### src/common/fadd_macros.svh
//============================================================
// Single-precision adder constants
// Field widths, pipeline depth and the special encodings
//============================================================

`ifndef FADD_MACROS_SVH
`define FADD_MACROS_SVH

// IEEE 754 binary32 field widths
`define FADD_EXP_W 8
`define FADD_MAN_W 23

// Number of register stages between operands and result
`define FADD_STAGES 4

// Biased exponent limits for normal numbers
`define FADD_MAX_EXP 8'd254
`define FADD_MIN_EXP 8'd1

`define FADD_CANON_NAN 32'h7FC00000

`endif
### src/common/fadd_pkg.sv
//============================================================
// Floating-point adder types
// Operand format, operation code and stage payloads
//============================================================

`default_nettype none

`include "fadd_macros.svh"

package fadd_pkg;

    // Binary32 layout, sign in the top bit
    typedef struct packed {
        logic                   sign;
        logic [`FADD_EXP_W-1:0] exponent;
        logic [`FADD_MAN_W-1:0] significand;
    } float_t;

    // FSUB flips the sign of operand B before the add
    typedef enum logic {
        FADD = 1'b0,
        FSUB = 1'b1
    } fadd_op_e;

    // Compare stage output: ordered operands and the shift distance
    typedef struct packed {
        float_t                 major;
        logic                   minor_sign;
        logic                   minor_hidden;
        logic [`FADD_MAN_W-1:0] minor_significand;
        logic [`FADD_EXP_W-1:0] exp_diff;
    } cmp_payload_t;

    // Align stage output, the minor significand now includes its hidden bit
    typedef struct packed {
        float_t               major;
        logic                 minor_sign;
        logic [`FADD_MAN_W:0] minor_aligned;
    } align_payload_t;

    // Sum stage output, still to be normalized
    typedef struct packed {
        float_t result;
        logic   hidden;
        logic   carry;
    } sum_payload_t;

endpackage : fadd_pkg

`default_nettype wire

### src/common/fadd_stage_if.sv
//============================================================
// Link between two adder pipeline stages
// Payload type is set per link by a type parameter
//============================================================

`default_nettype none

interface fadd_stage_if #(
    parameter type payload_t = logic
) ();

    // Item in the stage register is real
    logic     valid;
    payload_t data;
    // Exception state carried alongside the payload
    logic     invalid_op;
    logic     infinity;

    modport src (output valid, data, invalid_op, infinity);
    modport dst (input valid, data, invalid_op, infinity);

endinterface : fadd_stage_if

`default_nettype wire

### src/fadd/fadd_top.sv
//============================================================
// Pipelined single-precision adder/subtractor
// Four stages, one operand pair per cycle, truncated result
//============================================================

`default_nettype none

module fadd_top (
    input  logic               clk_i,
    input  logic               rst_n_i,
    input  logic               stall_i,
    input  logic               flush_i,
    input  logic               valid_i,
    input  fadd_pkg::float_t   operand_a_i,
    input  fadd_pkg::float_t   operand_b_i,
    input  fadd_pkg::fadd_op_e op_i,
    output fadd_pkg::float_t   result_o,
    output logic               valid_o,
    output logic               invalid_o,
    output logic               overflow_o,
    output logic               underflow_o
);

    import fadd_pkg::*;

    // One link per stage boundary, each with its own payload
    fadd_stage_if #(.payload_t(cmp_payload_t))   cmp_link ();
    fadd_stage_if #(.payload_t(align_payload_t)) align_link ();
    fadd_stage_if #(.payload_t(sum_payload_t))   sum_link ();

    fadd_compare_stage u_compare (
        .clk_i       (clk_i),
        .rst_n_i     (rst_n_i),
        .stall_i     (stall_i),
        .flush_i     (flush_i),
        .valid_i     (valid_i),
        .operand_a_i (operand_a_i),
        .operand_b_i (operand_b_i),
        .op_i        (op_i),
        .out_o       (cmp_link.src)
    );

    fadd_align_stage u_align (
        .clk_i   (clk_i),
        .rst_n_i (rst_n_i),
        .stall_i (stall_i),
        .flush_i (flush_i),
        .in_i    (cmp_link.dst),
        .out_o   (align_link.src)
    );

    fadd_sum_stage u_sum (
        .clk_i   (clk_i),
        .rst_n_i (rst_n_i),
        .stall_i (stall_i),
        .flush_i (flush_i),
        .in_i    (align_link.dst),
        .out_o   (sum_link.src)
    );

    // Last stage drives the outside result and flags directly
    fadd_normalize_stage u_normalize (
        .clk_i       (clk_i),
        .rst_n_i     (rst_n_i),
        .stall_i     (stall_i),
        .flush_i     (flush_i),
        .in_i        (sum_link.dst),
        .result_o    (result_o),
        .valid_o     (valid_o),
        .invalid_o   (invalid_o),
        .overflow_o  (overflow_o),
        .underflow_o (underflow_o)
    );

endmodule : fadd_top

`default_nettype wire

### src/fadd/fadd_normalize_stage.sv
//============================================================
// Adder stage 3: normalization and special cases
// Renormalizes the sum, registers it and then overrides it
// for NaN and infinity operands
//============================================================

`default_nettype none

`include "fadd_macros.svh"

module fadd_normalize_stage (
    input  logic             clk_i,
    input  logic             rst_n_i,
    input  logic             stall_i,
    input  logic             flush_i,
    fadd_stage_if.dst        in_i,
    output fadd_pkg::float_t result_o,
    output logic             valid_o,
    output logic             invalid_o,
    output logic             overflow_o,
    output logic             underflow_o
);

    import fadd_pkg::*;

    logic [`FADD_MAN_W:0]   sig_in;
    logic [`FADD_MAN_W:0]   sig_norm;
    logic [4:0]             lz_count;
    logic [`FADD_EXP_W:0]   exp_minus_lz;
    logic [`FADD_EXP_W-1:0] exp_in;
    logic [`FADD_EXP_W-1:0] exp_norm;
    logic                   ovf_next, unf_next;

    float_t result_q;
    logic   valid_q, invalid_q, infinity_q, ovf_q, unf_q;

    assign sig_in = {in_i.data.hidden, in_i.data.result.significand};
    assign exp_in = in_i.data.result.exponent;

    count_leading_zeros #(
        .width (24)
    ) u_clz (
        .operand_i  (sig_in),
        .lz_count_o (lz_count)
    );

    // Top bit set means the exponent would drop below the normal range
    assign exp_minus_lz = {1'b0, exp_in} - 9'(lz_count);

    //============================================================
    // Normalization
    //============================================================

    always_comb begin
        sig_norm = sig_in;
        exp_norm = exp_in;
        ovf_next = 1'b0;
        unf_next = 1'b0;
        if (in_i.data.carry) begin
            // Carry becomes the new hidden bit
            sig_norm = {1'b1, sig_in[`FADD_MAN_W:1]};
            if (exp_in == `FADD_MAX_EXP) begin
                ovf_next = 1'b1;
            end else begin
                exp_norm = exp_in + 8'd1;
            end
        end else if (!exp_minus_lz[`FADD_EXP_W] && (exp_minus_lz != '0)) begin
            sig_norm = sig_in << lz_count;
            exp_norm = exp_minus_lz[`FADD_EXP_W-1:0];
        end else begin
            // Only shift as far as the smallest normal exponent allows
            sig_norm = sig_in << (exp_in - `FADD_MIN_EXP);
            exp_norm = '0;
            unf_next = 1'b1;
        end
    end

    always_ff @(posedge clk_i) begin
        if (!rst_n_i || flush_i) begin
            valid_q <= 1'b0;
        end else if (!stall_i) begin
            valid_q <= in_i.valid;
        end
    end

    always_ff @(posedge clk_i) begin
        if (!stall_i) begin
            result_q   <= '{sign: in_i.data.result.sign, exponent: exp_norm,
                            significand: sig_norm[`FADD_MAN_W-1:0]};
            ovf_q      <= ovf_next;
            unf_q      <= unf_next;
            invalid_q  <= in_i.invalid_op;
            infinity_q <= in_i.infinity;
        end
    end

    //============================================================
    // Special-case output step
    //============================================================

    always_comb begin
        if (invalid_q) begin
            result_o    = `FADD_CANON_NAN;
            overflow_o  = 1'b0;
            underflow_o = 1'b0;
        end else if (infinity_q) begin
            // Infinity keeps the major sign, flags follow that sign
            result_o    = '{sign: result_q.sign, exponent: '1, significand: '0};
            overflow_o  = ~result_q.sign;
            underflow_o = result_q.sign;
        end else begin
            result_o    = result_q;
            overflow_o  = ovf_q;
            underflow_o = unf_q;
        end
    end

    assign valid_o   = valid_q;
    assign invalid_o = invalid_q;

    invalid_excludes_range : assert property (
        @(posedge clk_i) disable iff (!rst_n_i)
        (valid_o && invalid_o) |-> !(overflow_o || underflow_o)
    );

endmodule : fadd_normalize_stage

`default_nettype wire

### src/fadd/fadd_sum_stage.sv
//============================================================
// Adder stage 2: significand add
// Adds or subtracts the aligned significands and flags carry
//============================================================

`default_nettype none

`include "fadd_macros.svh"

module fadd_sum_stage (
    input  logic      clk_i,
    input  logic      rst_n_i,
    input  logic      stall_i,
    input  logic      flush_i,
    fadd_stage_if.dst in_i,
    fadd_stage_if.src out_o
);

    import fadd_pkg::*;

    logic [`FADD_MAN_W:0]   major_full;
    logic [`FADD_MAN_W+1:0] sum;
    logic                   same_sign;
    sum_payload_t           payload;

    // Zero exponent means a subnormal major, so no hidden bit
    assign major_full = {in_i.data.major.exponent != '0, in_i.data.major.significand};
    assign same_sign  = (in_i.data.major.sign == in_i.data.minor_sign);

    // With different signs the major is at least as large as the minor,
    // so the difference is already its own absolute value
    always_comb begin
        if (same_sign) begin
            sum = {1'b0, major_full} + {1'b0, in_i.data.minor_aligned};
        end else begin
            sum = {1'b0, major_full - in_i.data.minor_aligned};
        end
    end

    // Sign and exponent come from the major operand
    assign payload.result.sign        = in_i.data.major.sign;
    assign payload.result.exponent    = in_i.data.major.exponent;
    assign payload.result.significand = sum[`FADD_MAN_W-1:0];
    assign payload.hidden             = sum[`FADD_MAN_W];
    assign payload.carry              = sum[`FADD_MAN_W+1];

    always_ff @(posedge clk_i) begin
        if (!rst_n_i || flush_i) begin
            out_o.valid <= 1'b0;
        end else if (!stall_i) begin
            out_o.valid <= in_i.valid;
        end
    end

    always_ff @(posedge clk_i) begin
        if (!stall_i) begin
            out_o.data       <= payload;
            out_o.invalid_op <= in_i.invalid_op;
            out_o.infinity   <= in_i.infinity;
        end
    end

endmodule : fadd_sum_stage

`default_nettype wire

### src/fadd/fadd_align_stage.sv
//============================================================
// Adder stage 1: significand alignment
// Shifts the minor significand to the major exponent
//============================================================

`default_nettype none

`include "fadd_macros.svh"

module fadd_align_stage (
    input  logic      clk_i,
    input  logic      rst_n_i,
    input  logic      stall_i,
    input  logic      flush_i,
    fadd_stage_if.dst in_i,
    fadd_stage_if.src out_o
);

    import fadd_pkg::*;

    logic [`FADD_MAN_W:0] minor_full;
    align_payload_t       payload;

    // Restore the hidden bit in front of the stored significand
    assign minor_full = {in_i.data.minor_hidden, in_i.data.minor_significand};

    assign payload.major      = in_i.data.major;
    assign payload.minor_sign = in_i.data.minor_sign;
    // Bits shifted past the bottom are lost, the result is truncated
    assign payload.minor_aligned = (in_i.data.exp_diff >= 8'd24) ? '0 :
                                   (minor_full >> in_i.data.exp_diff);

    always_ff @(posedge clk_i) begin
        if (!rst_n_i || flush_i) begin
            out_o.valid <= 1'b0;
        end else if (!stall_i) begin
            out_o.valid <= in_i.valid;
        end
    end

    always_ff @(posedge clk_i) begin
        if (!stall_i) begin
            out_o.data       <= payload;
            out_o.invalid_op <= in_i.invalid_op;
            out_o.infinity   <= in_i.infinity;
        end
    end

endmodule : fadd_align_stage

`default_nettype wire

### src/fadd/fadd_compare_stage.sv
//============================================================
// Adder stage 0: operand compare
// Classifies operands, applies the subtract sign flip and
// orders the pair by magnitude
//============================================================

`default_nettype none

module fadd_compare_stage (
    input  logic              clk_i,
    input  logic              rst_n_i,
    input  logic              stall_i,
    input  logic              flush_i,
    input  logic              valid_i,
    input  fadd_pkg::float_t  operand_a_i,
    input  fadd_pkg::float_t  operand_b_i,
    input  fadd_pkg::fadd_op_e op_i,
    fadd_stage_if.src         out_o
);

    import fadd_pkg::*;

    float_t       b_eff;
    float_t       major;
    float_t       minor;
    logic         a_is_major;
    logic         a_inf, a_nan, b_inf, b_nan;
    cmp_payload_t payload;

    // Subtraction is an add with B negated
    assign b_eff = '{sign: (op_i == FSUB) ? ~operand_b_i.sign : operand_b_i.sign,
                     exponent: operand_b_i.exponent,
                     significand: operand_b_i.significand};

    // All-ones exponent marks infinity or NaN depending on the significand
    assign a_inf = (&operand_a_i.exponent) && (operand_a_i.significand == '0);
    assign a_nan = (&operand_a_i.exponent) && (operand_a_i.significand != '0);
    assign b_inf = (&operand_b_i.exponent) && (operand_b_i.significand == '0);
    assign b_nan = (&operand_b_i.exponent) && (operand_b_i.significand != '0);

    // A wins on equal exponents and equal significands
    assign a_is_major = (operand_a_i.exponent > operand_b_i.exponent) ||
                        ((operand_a_i.exponent == operand_b_i.exponent) &&
                         (operand_a_i.significand >= operand_b_i.significand));

    assign major = a_is_major ? operand_a_i : b_eff;
    assign minor = a_is_major ? b_eff : operand_a_i;

    assign payload.major             = major;
    assign payload.minor_sign        = minor.sign;
    assign payload.minor_hidden      = (minor.exponent != '0);
    assign payload.minor_significand = minor.significand;
    // Never negative because of the ordering above
    assign payload.exp_diff          = major.exponent - minor.exponent;

    //============================================================
    // Stage register
    //============================================================

    always_ff @(posedge clk_i) begin
        if (!rst_n_i || flush_i) begin
            out_o.valid <= 1'b0;
        end else if (!stall_i) begin
            out_o.valid <= valid_i;
        end
    end

    always_ff @(posedge clk_i) begin
        if (!stall_i) begin
            out_o.data       <= payload;
            // Opposite infinities cancel to an undefined value
            out_o.invalid_op <= a_nan || b_nan ||
                                (a_inf && b_inf && (operand_a_i.sign ^ b_eff.sign));
            out_o.infinity   <= a_inf || b_inf;
        end
    end

    // A stall holds the whole pipeline, valid bits included
    stall_holds_valid : assert property (
        @(posedge clk_i) disable iff (!rst_n_i)
        (stall_i && !flush_i) |=> $stable(out_o.valid)
    );

endmodule : fadd_compare_stage

`default_nettype wire

### src/verilog/count_leading_zeros.sv
//============================================================
// Leading-zero counter
// Priority encoder from the most significant bit
//============================================================

`default_nettype none

module count_leading_zeros #(
    parameter int width = 24
) (
    input  logic [width-1:0]             operand_i,
    output logic [$clog2(width+1)-1:0]   lz_count_o
);

    localparam int cnt_w = $clog2(width + 1);

    // Scan upward so the highest set bit is the last one to win,
    // an all-zero operand keeps the full width
    always_comb begin
        lz_count_o = cnt_w'(width);
        for (int i = 0; i < width; i++) begin
            if (operand_i[i]) begin
                lz_count_o = cnt_w'(width - 1 - i);
            end
        end
    end

endmodule : count_leading_zeros

`default_nettype wire

### config.mk
export PLATFORM = sky130hd
export DESIGN_NAME = fadd_top
export DESIGN_NICKNAME = d
export VERILOG_FILES = /design/src/common/fadd_pkg.sv /design/src/common/fadd_stage_if.sv /design/src/fadd/fadd_top.sv /design/src/fadd/fadd_normalize_stage.sv /design/src/fadd/fadd_sum_stage.sv /design/src/fadd/fadd_align_stage.sv /design/src/fadd/fadd_compare_stage.sv /design/src/verilog/count_leading_zeros.sv
export VERILOG_INCLUDE_DIRS = /design/src /design/src/common
export SDC_FILE = /design/constraint.sdc
export NUM_CORES = 1
export LEC_CHECK = 0
export ABC_AREA = 1
export BUFFER_PORTS_ARGS = -buffer_cell sky130_fd_sc_hd__buf_2
export CORE_UTILIZATION = 41
export CTS_CLUSTER_SIZE = 25
export DETAILED_ROUTE_END_ITERATION = 16
export REMOVE_ABC_BUFFERS = 1
export SYNTH_ARGS = -nofsm -noshare
export SYNTH_HDL_FRONTEND = slang
export SYNTH_SLANG_ARGS = --single-unit
### constraint.sdc
create_clock -name clk_i -period 10 [get_ports clk_i]
set_input_delay 1 -clock clk_i [delete_from_list [all_inputs] [get_ports clk_i]]
set_output_delay 1 -clock clk_i [all_outputs]
set_load 0.005 [all_outputs]
==> qor.txt, run 1 <==
Total power -> 2.85 mW
Multi-input logic area -> 0.00680 mm^2
DR WL/cell -> 14.8 um
P_leak -> 7.19 nW
Top cells by count, synth -> nand2_1, inv_1, edfxtp_1
Layout cells sized above 1 -> 11.2%
Critical path type -> reg2reg
Inserted Diodes -> 0
Residual DRC -> 0
Drt first pass iters -> 5
Register share of total power -> 40.7%
Critical path endpoint category -> register
Gate power share -> 29.9%
First-pass GRT wire length -> 55.5 mm
Maximum net fanout on the critical path -> 22
Final worst path period share -> 49.6%
Sw frac -> 34.2%
Post-CTS setup buffers -> 0
Max Buffers Root-to-Sink -> 3
Vias in the first global route -> 11200
Die X -> 188 um
Most used cell, CP -> nand2_1
Worst EP arrival -> 5.28 ns
Row cnt -> 67
CP startpoint kind -> register
Yosys warns -> 0
R2r startpoint -> u_sum.out_o.data[4]$_DFFE_PN_
Leading area contributor after synthesis -> edfxtp_1
Number of synthesized register bits -> 202
VDD IR-drop max -> 115 uV
Remaining global-route overflow -> 0
FILL cells -> 3383
Status -> completed
Initial drt markers -> 773
Asr flop ratio synth -> 0%
Synth Flop Type -> edfxtp_1
FF/Latch Area -> 0.00603 mm^2
RePlAce Congestion -> 0.908
Syn Area/Cell -> 8.01 um^2
CTS Hold Bufs -> 0
Post-synth EDFFs -> 198
Clock latency on the worst-skew pair -> 0.53 ns
Unique cell type count in the Yosys netlist -> 65
Clock network power share -> 29.3%
Root buffer cell -> clkbuf_16
Switching pwr -> 975 uW
Sequential fraction of the synthesis area -> 42.6%
Final setup vio count -> 0
DP Wirelength -> 26.4 mm
Largest net degree at the start of global routing -> 151
Max_slew headroom -> 34.2%
Top-area cell type share of the netlist area -> 42.1%
Mapped Cells -> 1764
CP max stage delay -> 0.55 ns
RSZ-0062 raised after global routing -> false
CTS Sinks -> 202
Power density cells -> 181 mW/mm^2
Non-filler cells, final -> 2299
Worst reg-to-reg setup slack -> 5.04 ns
Fin crit period -> 4.96 ns
Mapped Area -> 0.0141 mm^2
Worst-Margin Slew -> 0.987 ns
Max Freq -> 0.202 GHz
Reg-to-reg critical path endpoint -> u_normalize.result_q[1]$_DFFE_PN_
CP max-delay cell -> inv_1
Overall routed net length -> 33.9 mm
Hold EP -> u_normalize.infinity_q$_DFFE_PN_
Max-slew violation count -> 0
Via Count -> 11600
Dpl cells -> 2257
Cell Area, Placed -> 0.0150 mm^2
CTS tree -> done
Die height -> 188 um
Avg Vias per Cell -> 5.05
Initial antenna violation count -> 0
Clock slew at reported path FFs -> 0.06 ns
R2R cell count -> 37
Hold Path Class -> reg2reg
Worst hold slack -> 0.416 ns
Max H-tree Level -> 1
Data required time of the worst path -> 10.33 ns
Final ANT Viol Nets -> 0
Max-Cap Viols -> 0
Initial Util -> 41.9%
Internal -> 1.88 mW
IO Pins -> 106
Cell area after layout -> 0.0157 mm^2
Core footprint -> 0.0337 mm^2
Post-cts sizing count -> 0
Count leader, synth -> nand2_1
GRT Overall Usage -> 19.3%
Final clock skew -> 0.0177 ns
P&R area growth vs syn -> 11.2%
Min-delay src -> u_sum.out_o.infinity$_DFFE_PN_
Final Net Count -> 1994
Setup TNS -> 0 ns
Cts bufs inserted -> 23
Largest cells by area after synthesis -> edfxtp_1, nand2_1, ha_1
Die area -> 0.0352 mm^2
WHS Path Cells -> 0
Final hold vios -> 0
Port Buffers -> 105
## sequential cells by signal, summed over array words and instances, names as in the netlist, 32 cells and up
register,count
u_sum.out_o.data,34
u_align.out_o.data,57
u_compare.out_o.data,65
u_normalize.result_q,32
## power groups by stage
stage / logic (mW) / clock network [mW] / registers (mW)
after floorplan: 0.631 / 0 / 1.15
after global placement: 0.851 / 0 / 1.18
after detailed placement: 0.851 / 0 / 1.18
after CTS: 0.854 / 0.859 / 1.16
after global routing: 0.978 / 0.890 / 1.17
final: 0.852 / 0.837 / 1.16
## metrics by stage
| step | utilization, % | worst slack, ns |
|---|---|---|
| floorplan | - | 4.58 |
| global placement | 44.4 | 4.97 |
| detailed placement | 44.4 | 5.00 |
| CTS | 46.6 | 4.98 |
| global route | 46.6 | 4.38 |
| finish | 46.6 | 5.04 |
## worst max-delay path, delay by kind of cell (launching register included)
family,cells,cell delay (ns)
and+or+nand+nor,27,2.21
buffers and inverters,3,0.89
DFF,1,0.38
adders and majority gates,2,0.65
xor gates and xnor gates,1,0.19
AOI/OAI and AO/OA,4,0.41
## logic make-up (layout without fill, tap and decap cells)
| kind of cell | Yosys count | in the layout | share of synthesized area (%) |
|---|---|---|---|
| simple gates | 770 | 770 | 23.9 |
| buf+inv | 329 | 416 | 9.29 |
| compound gates | 323 | 323 | 12.9 |
| flops | 202 | 202 | 42.6 |
| fa+ha+maj | 90 | 90 | 8.13 |
| xor+xnor | 46 | 46 | 2.85 |
| mux | 4 | 4 | 0.283 |
## cell type report
type / count / area share, %
clock buffers: 31 / 4.04
multi-input cells: 1233 / 43.2
flip-flops and latches: 202 / 38.3
inverters: 263 / 6.39
clock inverters: 11 / 0.772
well taps: 448 / 3.57
repair buffers: 111 / 3.63
## how the worst max path moves through the flow
stage / cells past startpoint / startpoint / slack [ns] / endpoint
6_report: 37 / u_sum.out_o.data[4]$_DFFE_PN_ / 5.04 / u_normalize.result_q[1]$_DFFE_PN_
5_1_grt: 37 / u_sum.out_o.data[4]$_DFFE_PN_ / 4.38 / u_normalize.result_q[1]$_DFFE_PN_
4_1_cts: 37 / u_sum.out_o.data[4]$_DFFE_PN_ / 4.98 / u_normalize.result_q[1]$_DFFE_PN_
3_5_place_dp: 37 / u_sum.out_o.data[4]$_DFFE_PN_ / 5.00 / u_normalize.result_q[1]$_DFFE_PN_
3_3_place_gp: 37 / u_sum.out_o.data[4]$_DFFE_PN_ / 4.97 / u_normalize.result_q[1]$_DFFE_PN_
2_1_floorplan: 1 / stall_i / 4.58 / u_align.out_o.data[0]$_SDFFCE_PP0N_
## layer usage
layer / track usage, % / share of wire, % / vias to the layer above / routed length (um)
met2: 33.8 / 48 / 240 / 16200
met4: 6.00 / 3.0 / 0 / 1020
met1: 24.9 / 46 / 5262 / 15700
li1: - / - / 6058 / -
met5: 0 / 0 / - / 0
met3: 1.93 / 3.0 / 51 / 1030
## placed cells by master (no fill, tap or decap), drive strengths merged, types with 4 or more instances in the layout
cell type,synthesis,layout
nand2,420,420
inv,261,262
edfxtp,198,198
o21ai,172,172
nand3,153,153
nor2,136,136
buf,25,111
a21oi,88,88
ha,87,87
xor2,40,40
clkbuf,41,31
nand4,24,24
a31oi,13,13
nor4,12,12
nor3,11,11
o211ai,9,9
or2,8,8
clkinv,2,8
o31ai,7,7
o22ai,7,7
xnor2,6,6
o21bai,5,5
mux2i,4,4
dfxtp,4,4
and2,4,4
Power figures use the tool's default switching activity.
==> run 2: changes to the inputs <==
clock period = 4 ns   (was 10 ns; I/O delays follow)
==> run 2 against run 1 <==
Net effect: the run now ends with negative setup slack left; highest routed layer unchanged; combinational power increased to 3.3 times the previous value; clock skew increased by 0.0021 ns; total power increased to 2.7 times the previous value; sequential power up 150%; sequential share of layout area down 3.7 points; utilization grew 5.0 points; critical endpoint is now u_normalize.result_q[17]$_DFFE_PN_; largest cell class unchanged; hold slack got worse by 0.26 ns.
==> qor.txt, run 2 (synthesis gave the netlist of run 1 again) <==
Remaining global-route overflow -> 0 (unchanged)
Max Freq -> 0.222 GHz (+10%)
Final ANT Viol Nets -> 0 (unchanged)
Max H-tree Level -> 1 (unchanged)
Layout cells sized above 1 -> 21.7% (+11 points)
Worst-Margin Slew -> 0.943 ns (-0.0437 ns)
Core footprint -> 0.0337 mm^2 (unchanged)
Via Count -> 12100 (+4.5%)
CTS tree -> done
Max Buffers Root-to-Sink -> 3 (unchanged)
Row cnt -> 67 (unchanged)
FILL cells -> 3188 (-5.8%)
Critical path type -> reg2reg
Buffer and inverter count on the worst path -> 9 (+6)
Status -> complete, but fails checks
Final setup vio count -> 24 (+24)
Final Net Count -> 2116 (+6.1%)
CP max stage delay -> 0.40 ns (-0.15 ns)
Data required time of the worst path -> 4.26 ns (-6.07 ns)
Final hold vios -> 0 (unchanged)
Most frequent cells in the layout -> nand2_1, inv_1, edfxtp_1, o21ai_0, nor2_1
Initial antenna violation count -> 0 (unchanged)
Clock latency on the worst-skew pair -> 0.52 ns (about the same)
Largest Register -> u_compare.out_o.data
CTS Sinks -> 202 (unchanged)
Worst hold slack -> 0.155 ns (-0.261 ns)
Largest net degree at the start of global routing -> 96 (-36%)
Top Registers -> u_compare.out_o.data: 65 flops, u_align.out_o.data: 57 flops, u_sum.out_o.data: 34 flops
Dpl cells -> 2341 (+3.7%)
CP max-delay cell -> edfxtp_1
Drt first pass iters -> 7 (+2)
Overall routed net length -> 35.5 mm (+4.6%)
Worst EP arrival -> 4.75 ns (-0.53 ns)
Hold Path Class -> in2reg
Max-Cap Viols -> 0 (unchanged)
Max_slew headroom -> 37.0% (+2.8 points)
RePlAce Congestion -> 0.928 (+2.2%)
Maximum net fanout on the critical path -> 7 (-68%)
Initial Util -> 41.9% (unchanged)
Failing checks -> negative setup slack
P&R area growth vs syn -> 23.2%
Total power -> 7.82 mW (+170%)
RSZ-0062 raised after global routing -> true
Final worst path period share -> 112% (+63 points)
Max reg flops -> 65 (unchanged)
CP delay by family, top -> buffers and inverters
Max-slew violation count -> 0 (unchanged)
VDD IR-drop max -> 329 uV (+190%)
Power density cells -> 449 mW/mm^2 (+150%)
Non-filler cells, final -> 2418 (+5.2%)
Port Buffers -> 105 (unchanged)
GRT Overall Usage -> 19.6% (+0.37 points)
Cts bufs inserted -> 23 (unchanged)
Clock slew at reported path FFs -> 0.06 ns (about the same)
Fin worst setup slack -> -0.495 ns (-5.54 ns)
Most used cell, CP -> buf_4
First-pass GRT wire length -> 56.7 mm (+2.2%)
Initial drt markers -> 717 (-7.2%)
Inserted Diodes -> 0 (unchanged)
CP startpoint kind -> register
Die area -> 0.0352 mm^2 (unchanged)
Die X -> 188 um (unchanged)
Residual DRC -> 0 (unchanged)
Root buffer cell -> clkbuf_16
Commonest non-fill, non-tap cell in the layout -> nand2_1
Fin crit period -> 4.50 ns (-0.460 ns)
Final clock skew -> 0.0199 ns (+0.00213 ns)
Die height -> 188 um (unchanged)
DP Wirelength -> 27.3 mm (+3.3%)
P_leak -> 8.03 nW (+12%)
IO Pins -> 106 (unchanged)
Vias in the first global route -> 11600 (+3.6%)
DR WL/cell -> 14.7 um (-0.52%)
Avg Vias per Cell -> 5.02 (-0.63%)
Critical path endpoint category -> register
==> run 2: layer usage <==
| metal | vias to the layer above | part of all wire [%] | track usage, % |
|---|---|---|---|
| met5 | - | 0 | 0 |
| met4 | 0 | 4.4 | 7.97 |
| met3 | 106 | 3.6 | 1.78 |
| met2 | 320 | 48 | 34.9 |
| li1 | 6289 | - | - |
| met1 | 5420 | 44 | 24.4 |
==> run 2: report_power, final <==
| part | switching, mW | total, mW | internal (mW) | leakage (nW) |
|---|---|---|---|---|
| logic | 1.67 | 2.80 | 1.13 | 5.66 |
| clock network | 0.811 | 2.12 | 1.31 | 0.365 |
| registers | 0.181 | 2.89 | 2.71 | 2.00 |
==> run 2: path summary, 6_finish.rpt <==
path	end	startpoint	slack, ns	depth (start not counted)
setup / recovery	u_normalize.result_q[17]$_DFFE_PN_	u_sum.out_o.data[3]$_DFFE_PN_	-0.50	29
hold / removal	u_compare.out_o.valid$_SDFFE_PP0N_	valid_i	0.16	3
setup reg to reg	u_normalize.result_q[17]$_DFFE_PN_	u_sum.out_o.data[3]$_DFFE_PN_	-0.50	29
hold reg to reg	u_align.out_o.data[28]$_DFFE_PN_	u_compare.out_o.data[36]$_DFFE_PN_	0.42	0
==> run 2: final cells by class <==
class	count	area, um^2	share of cell area (%)
clock buffer	27	591	3.39
clock inverter	12	170	0.977
inverter	263	1020	5.87
multi-input combinational	1235	7320	42.1
sequential	202	6030	34.6
tap	448	561	3.22
timing repair buffer	228	1680	9.65
timing repair inverter	3	38.8	0.223
==> run 2: worst register-to-register path, delay by kind of cell (launching register included) <==
family / cells / cell delay (ns)
compound gates: 8 / 1.10
xor+xnor: 1 / 0.21
fa+ha+maj: 1 / 0.30
buf+inv: 9 / 1.14
flops: 1 / 0.40
simple gates: 10 / 1.08
==> run 2: stage by stage <==
stage / area (um^2) / setup TNS, ns / util, % / setup slack, ns
2_1_floorplan: 13800 / -179.37 / - / -0.829
3_3_place_gp: 15600 / -9.78 / 46.4 / -0.513
3_5_place_dp: 15600 / -10.12 / 46.4 / -0.510
4_1_cts: 16800 / -6.27 / 50.0 / -0.323
5_1_grt: 17400 / -17.04 / 51.7 / -0.813
6_report: 17400 / -9.04 / 51.7 / -0.495
==> run 2: repair_timing <==
item / 4_1_cts / 5_1_grt
setup buffers: 20 / 9
hold buffers: 0 / 0
gates resized for setup: 56 / 101
cloned: 5 / 5
hold endpoints to repair: 0 / 0
setup endpoints to repair: 23 / 30
pin swaps: 10 / 20
==> run 3: changes to the inputs <==
clock period = 4.75 ns   (was 4 ns; I/O delays follow)
==> run 3 against run 2 <==
Net effect: the run now ends clean; combinational power down 28%; flip-flop and latch count unchanged; critical path depth up 11; non-clock buffer count shrank 89; fmax is 0.16% higher; critical path type unchanged; critical endpoint is now u_normalize.result_q[18]$_DFFE_PN_; largest power group unchanged.
==> qor.txt, run 3 (synthesis gave the netlist of run 1 again) <==
Worst EP arrival -> 4.87 ns (+0.12 ns)
RSZ-0062 raised after global routing -> true
Critical path endpoint category -> register
Remaining global-route overflow -> 0 (unchanged)
Dpl cells -> 2270 (-3.0%)
CTS Sinks -> 202 (unchanged)
Max_slew headroom -> 38.8% (+1.8 points)
Largest net degree at the start of global routing -> 144 (+50%)
Initial antenna violation count -> 0 (unchanged)
Top Registers -> u_compare.out_o.data: 65 flops, u_align.out_o.data: 57 flops, u_sum.out_o.data: 34 flops
Core footprint -> 0.0337 mm^2 (unchanged)
Max-Cap Viols -> 0 (unchanged)
Row cnt -> 67 (unchanged)
DP Wirelength -> 26.6 mm (-2.5%)
P&R area growth vs syn -> 14.5%
Port Buffers -> 105 (unchanged)
Max Freq -> 0.223 GHz (+0.16%)
Data required time of the worst path -> 5.13 ns (+0.87 ns)
Max reg flops -> 65 (unchanged)
Overall routed net length -> 34.3 mm (-3.4%)
Max-slew violation count -> 0 (unchanged)
Drt first pass iters -> 5 (-2)
CP max-delay cell -> edfxtp_1
Multi-input logic area -> 0.00702 mm^2 (-4.1%)
Residual DRC -> 0 (unchanged)
RePlAce Congestion -> 0.904 (-2.6%)
Final worst path period share -> 94.5% (-18 points)
Hold Path Class -> in2reg
Die area -> 0.0352 mm^2 (unchanged)
First-pass GRT wire length -> 55.3 mm (-2.5%)
Maximum net fanout on the critical path -> 23 (+16)
Layout cells sized above 1 -> 15.5% (-6.2 points)
Initial drt markers -> 704 (-1.8%)
Clock latency on the worst-skew pair -> 0.51 ns (about the same)
Max Buffers Root-to-Sink -> 3 (unchanged)
FILL cells -> 3332 (+4.5%)
CP max stage delay -> 0.41 ns (about the same)
FF/Latch Area -> 0.00603 mm^2 (unchanged)
Critical path type -> reg2reg
Status -> completed
P_leak -> 7.41 nW (-7.6%)
Worst-Margin Slew -> 0.918 ns (-0.0252 ns)
Cell area after layout -> 0.0162 mm^2 (-7.1%)
Final ANT Viol Nets -> 0 (unchanged)
VDD IR-drop max -> 224 uV (-32%)
Non-filler cells, final -> 2327 (-3.8%)
Final setup vio count -> 0 (-100%)
CTS Hold Bufs -> 0 (unchanged)
Fin crit period -> 4.49 ns (-0.00720 ns)
Clock slew at reported path FFs -> 0.06 ns (about the same)
Cts bufs inserted -> 23 (unchanged)
Largest Register -> u_compare.out_o.data
GRT Overall Usage -> 19.0% (-0.60 points)
Final clock skew -> 0.0118 ns (-0.00811 ns)
Final Net Count -> 2023 (-4.4%)
CP startpoint kind -> register
Most used cell, CP -> nand2_1
Die height -> 188 um (unchanged)
DR WL/cell -> 14.8 um (+0.42%)
Most frequent cells in the layout -> nand2_1, inv_1, edfxtp_1, o21ai_0, nor2_1
IO Pins -> 106 (unchanged)
Via Count -> 11800 (-2.7%)
Root buffer cell -> clkbuf_16
CTS tree -> done
Power density cells -> 377 mW/mm^2 (-16%)
Inserted Diodes -> 0 (unchanged)
Die X -> 188 um (unchanged)
Commonest non-fill, non-tap cell in the layout -> nand2_1
Cell Area, Placed -> 0.0151 mm^2 (-3.6%)
Final hold vios -> 0 (unchanged)
Vias in the first global route -> 11200 (-3.7%)
Max H-tree Level -> 1 (unchanged)
Initial Util -> 41.9% (unchanged)
Avg Vias per Cell -> 5.07 (+1.1%)
[run 3: cell count changes in the layout (fill, tap and decap cells not counted), moves of 5 or more]
| cell | change |
|---|---|
| nand3_1 | +17 |
| clkinv_1 | +5 |
| nand3_2 | -13 |
| nand2_1 | +16 |
| buf_6 | -12 |
| buf_12 | -6 |
| nand2_2 | -11 |
| buf_4 | -68 |
[run 3: routing by layer]
| layer | vias up | track usage [%] | wire (um) |
|---|---|---|---|
| met3 | 58 | 2.00 | 1250 |
| li1 | 6114 | - | - |
| met5 | - | 0 | 0 |
| met2 | 266 | 33.7 | 16600 |
| met1 | 5371 | 24.5 | 15500 |
| met4 | 0 | 5.32 | 950 |
[run 3: power by group]
part / internal (mW) / total, mW / switching (mW)
clock: 0.941 / 1.64 / 0.698
combinational: 0.724 / 2.01 / 1.29
sequential: 2.28 / 2.44 / 0.159
[run 3: metrics by stage]
step           hold WS (ns)  util, %  power (mW)  setup TNS [ns]  setup slack [ns]
2_1_floorplan         0.400        -        3.75          -29.10            -0.146
3_3_place_gp          0.401     44.7        4.32               0            0.0846
3_5_place_dp          0.405     44.7        4.32               0             0.107
4_1_cts               0.194     46.8        5.98               0            0.0780
5_1_grt               0.212     48.0        6.49           -2.41            -0.187
6_report              0.214     48.0        6.09               0             0.262
[run 3: worst max-delay path, delay by kind of cell (launching register included)]
family,cells,cell delay (ns)
AND/OR/NAND/NOR,32,2.71
XOR/XNOR,1,0.19
buffers and inverters,1,0.06
AO/OA/AOI/OAI,4,0.41
flip-flops,1,0.41
adder cells (fa/ha/maj),2,0.57
[run 3: timing repair]
item | 4_1_cts | 5_1_grt
setup endpoints to repair | 0 | 23
setup buffers | 0 | 11
resized for setup | 0 | 66
[run 3: final timing paths]
check,end,start,cells past startpoint,slack [ns]
worst max-delay path,u_normalize.result_q[18]$_DFFE_PN_,u_sum.out_o.data[2]$_DFFE_PN_,40,0.26
worst min-delay path,u_compare.out_o.valid$_SDFFE_PP0N_,valid_i,3,0.21
worst max register to register,u_normalize.result_q[18]$_DFFE_PN_,u_sum.out_o.data[2]$_DFFE_PN_,40,0.26
worst min register to register,u_align.out_o.data[56]$_DFFE_PN_,u_compare.out_o.data[64]$_DFFE_PN_,0,0.42
[run 3: area by class of cell]
type / count / area share, %
clock buffers: 23 / 3.56
inverters: 263 / 6.29
multi-input cells: 1234 / 43.4
clock inverters: 18 / 0.804
well taps: 448 / 3.47
flip-flops and latches: 202 / 37.3
repair buffers: 139 / 5.22
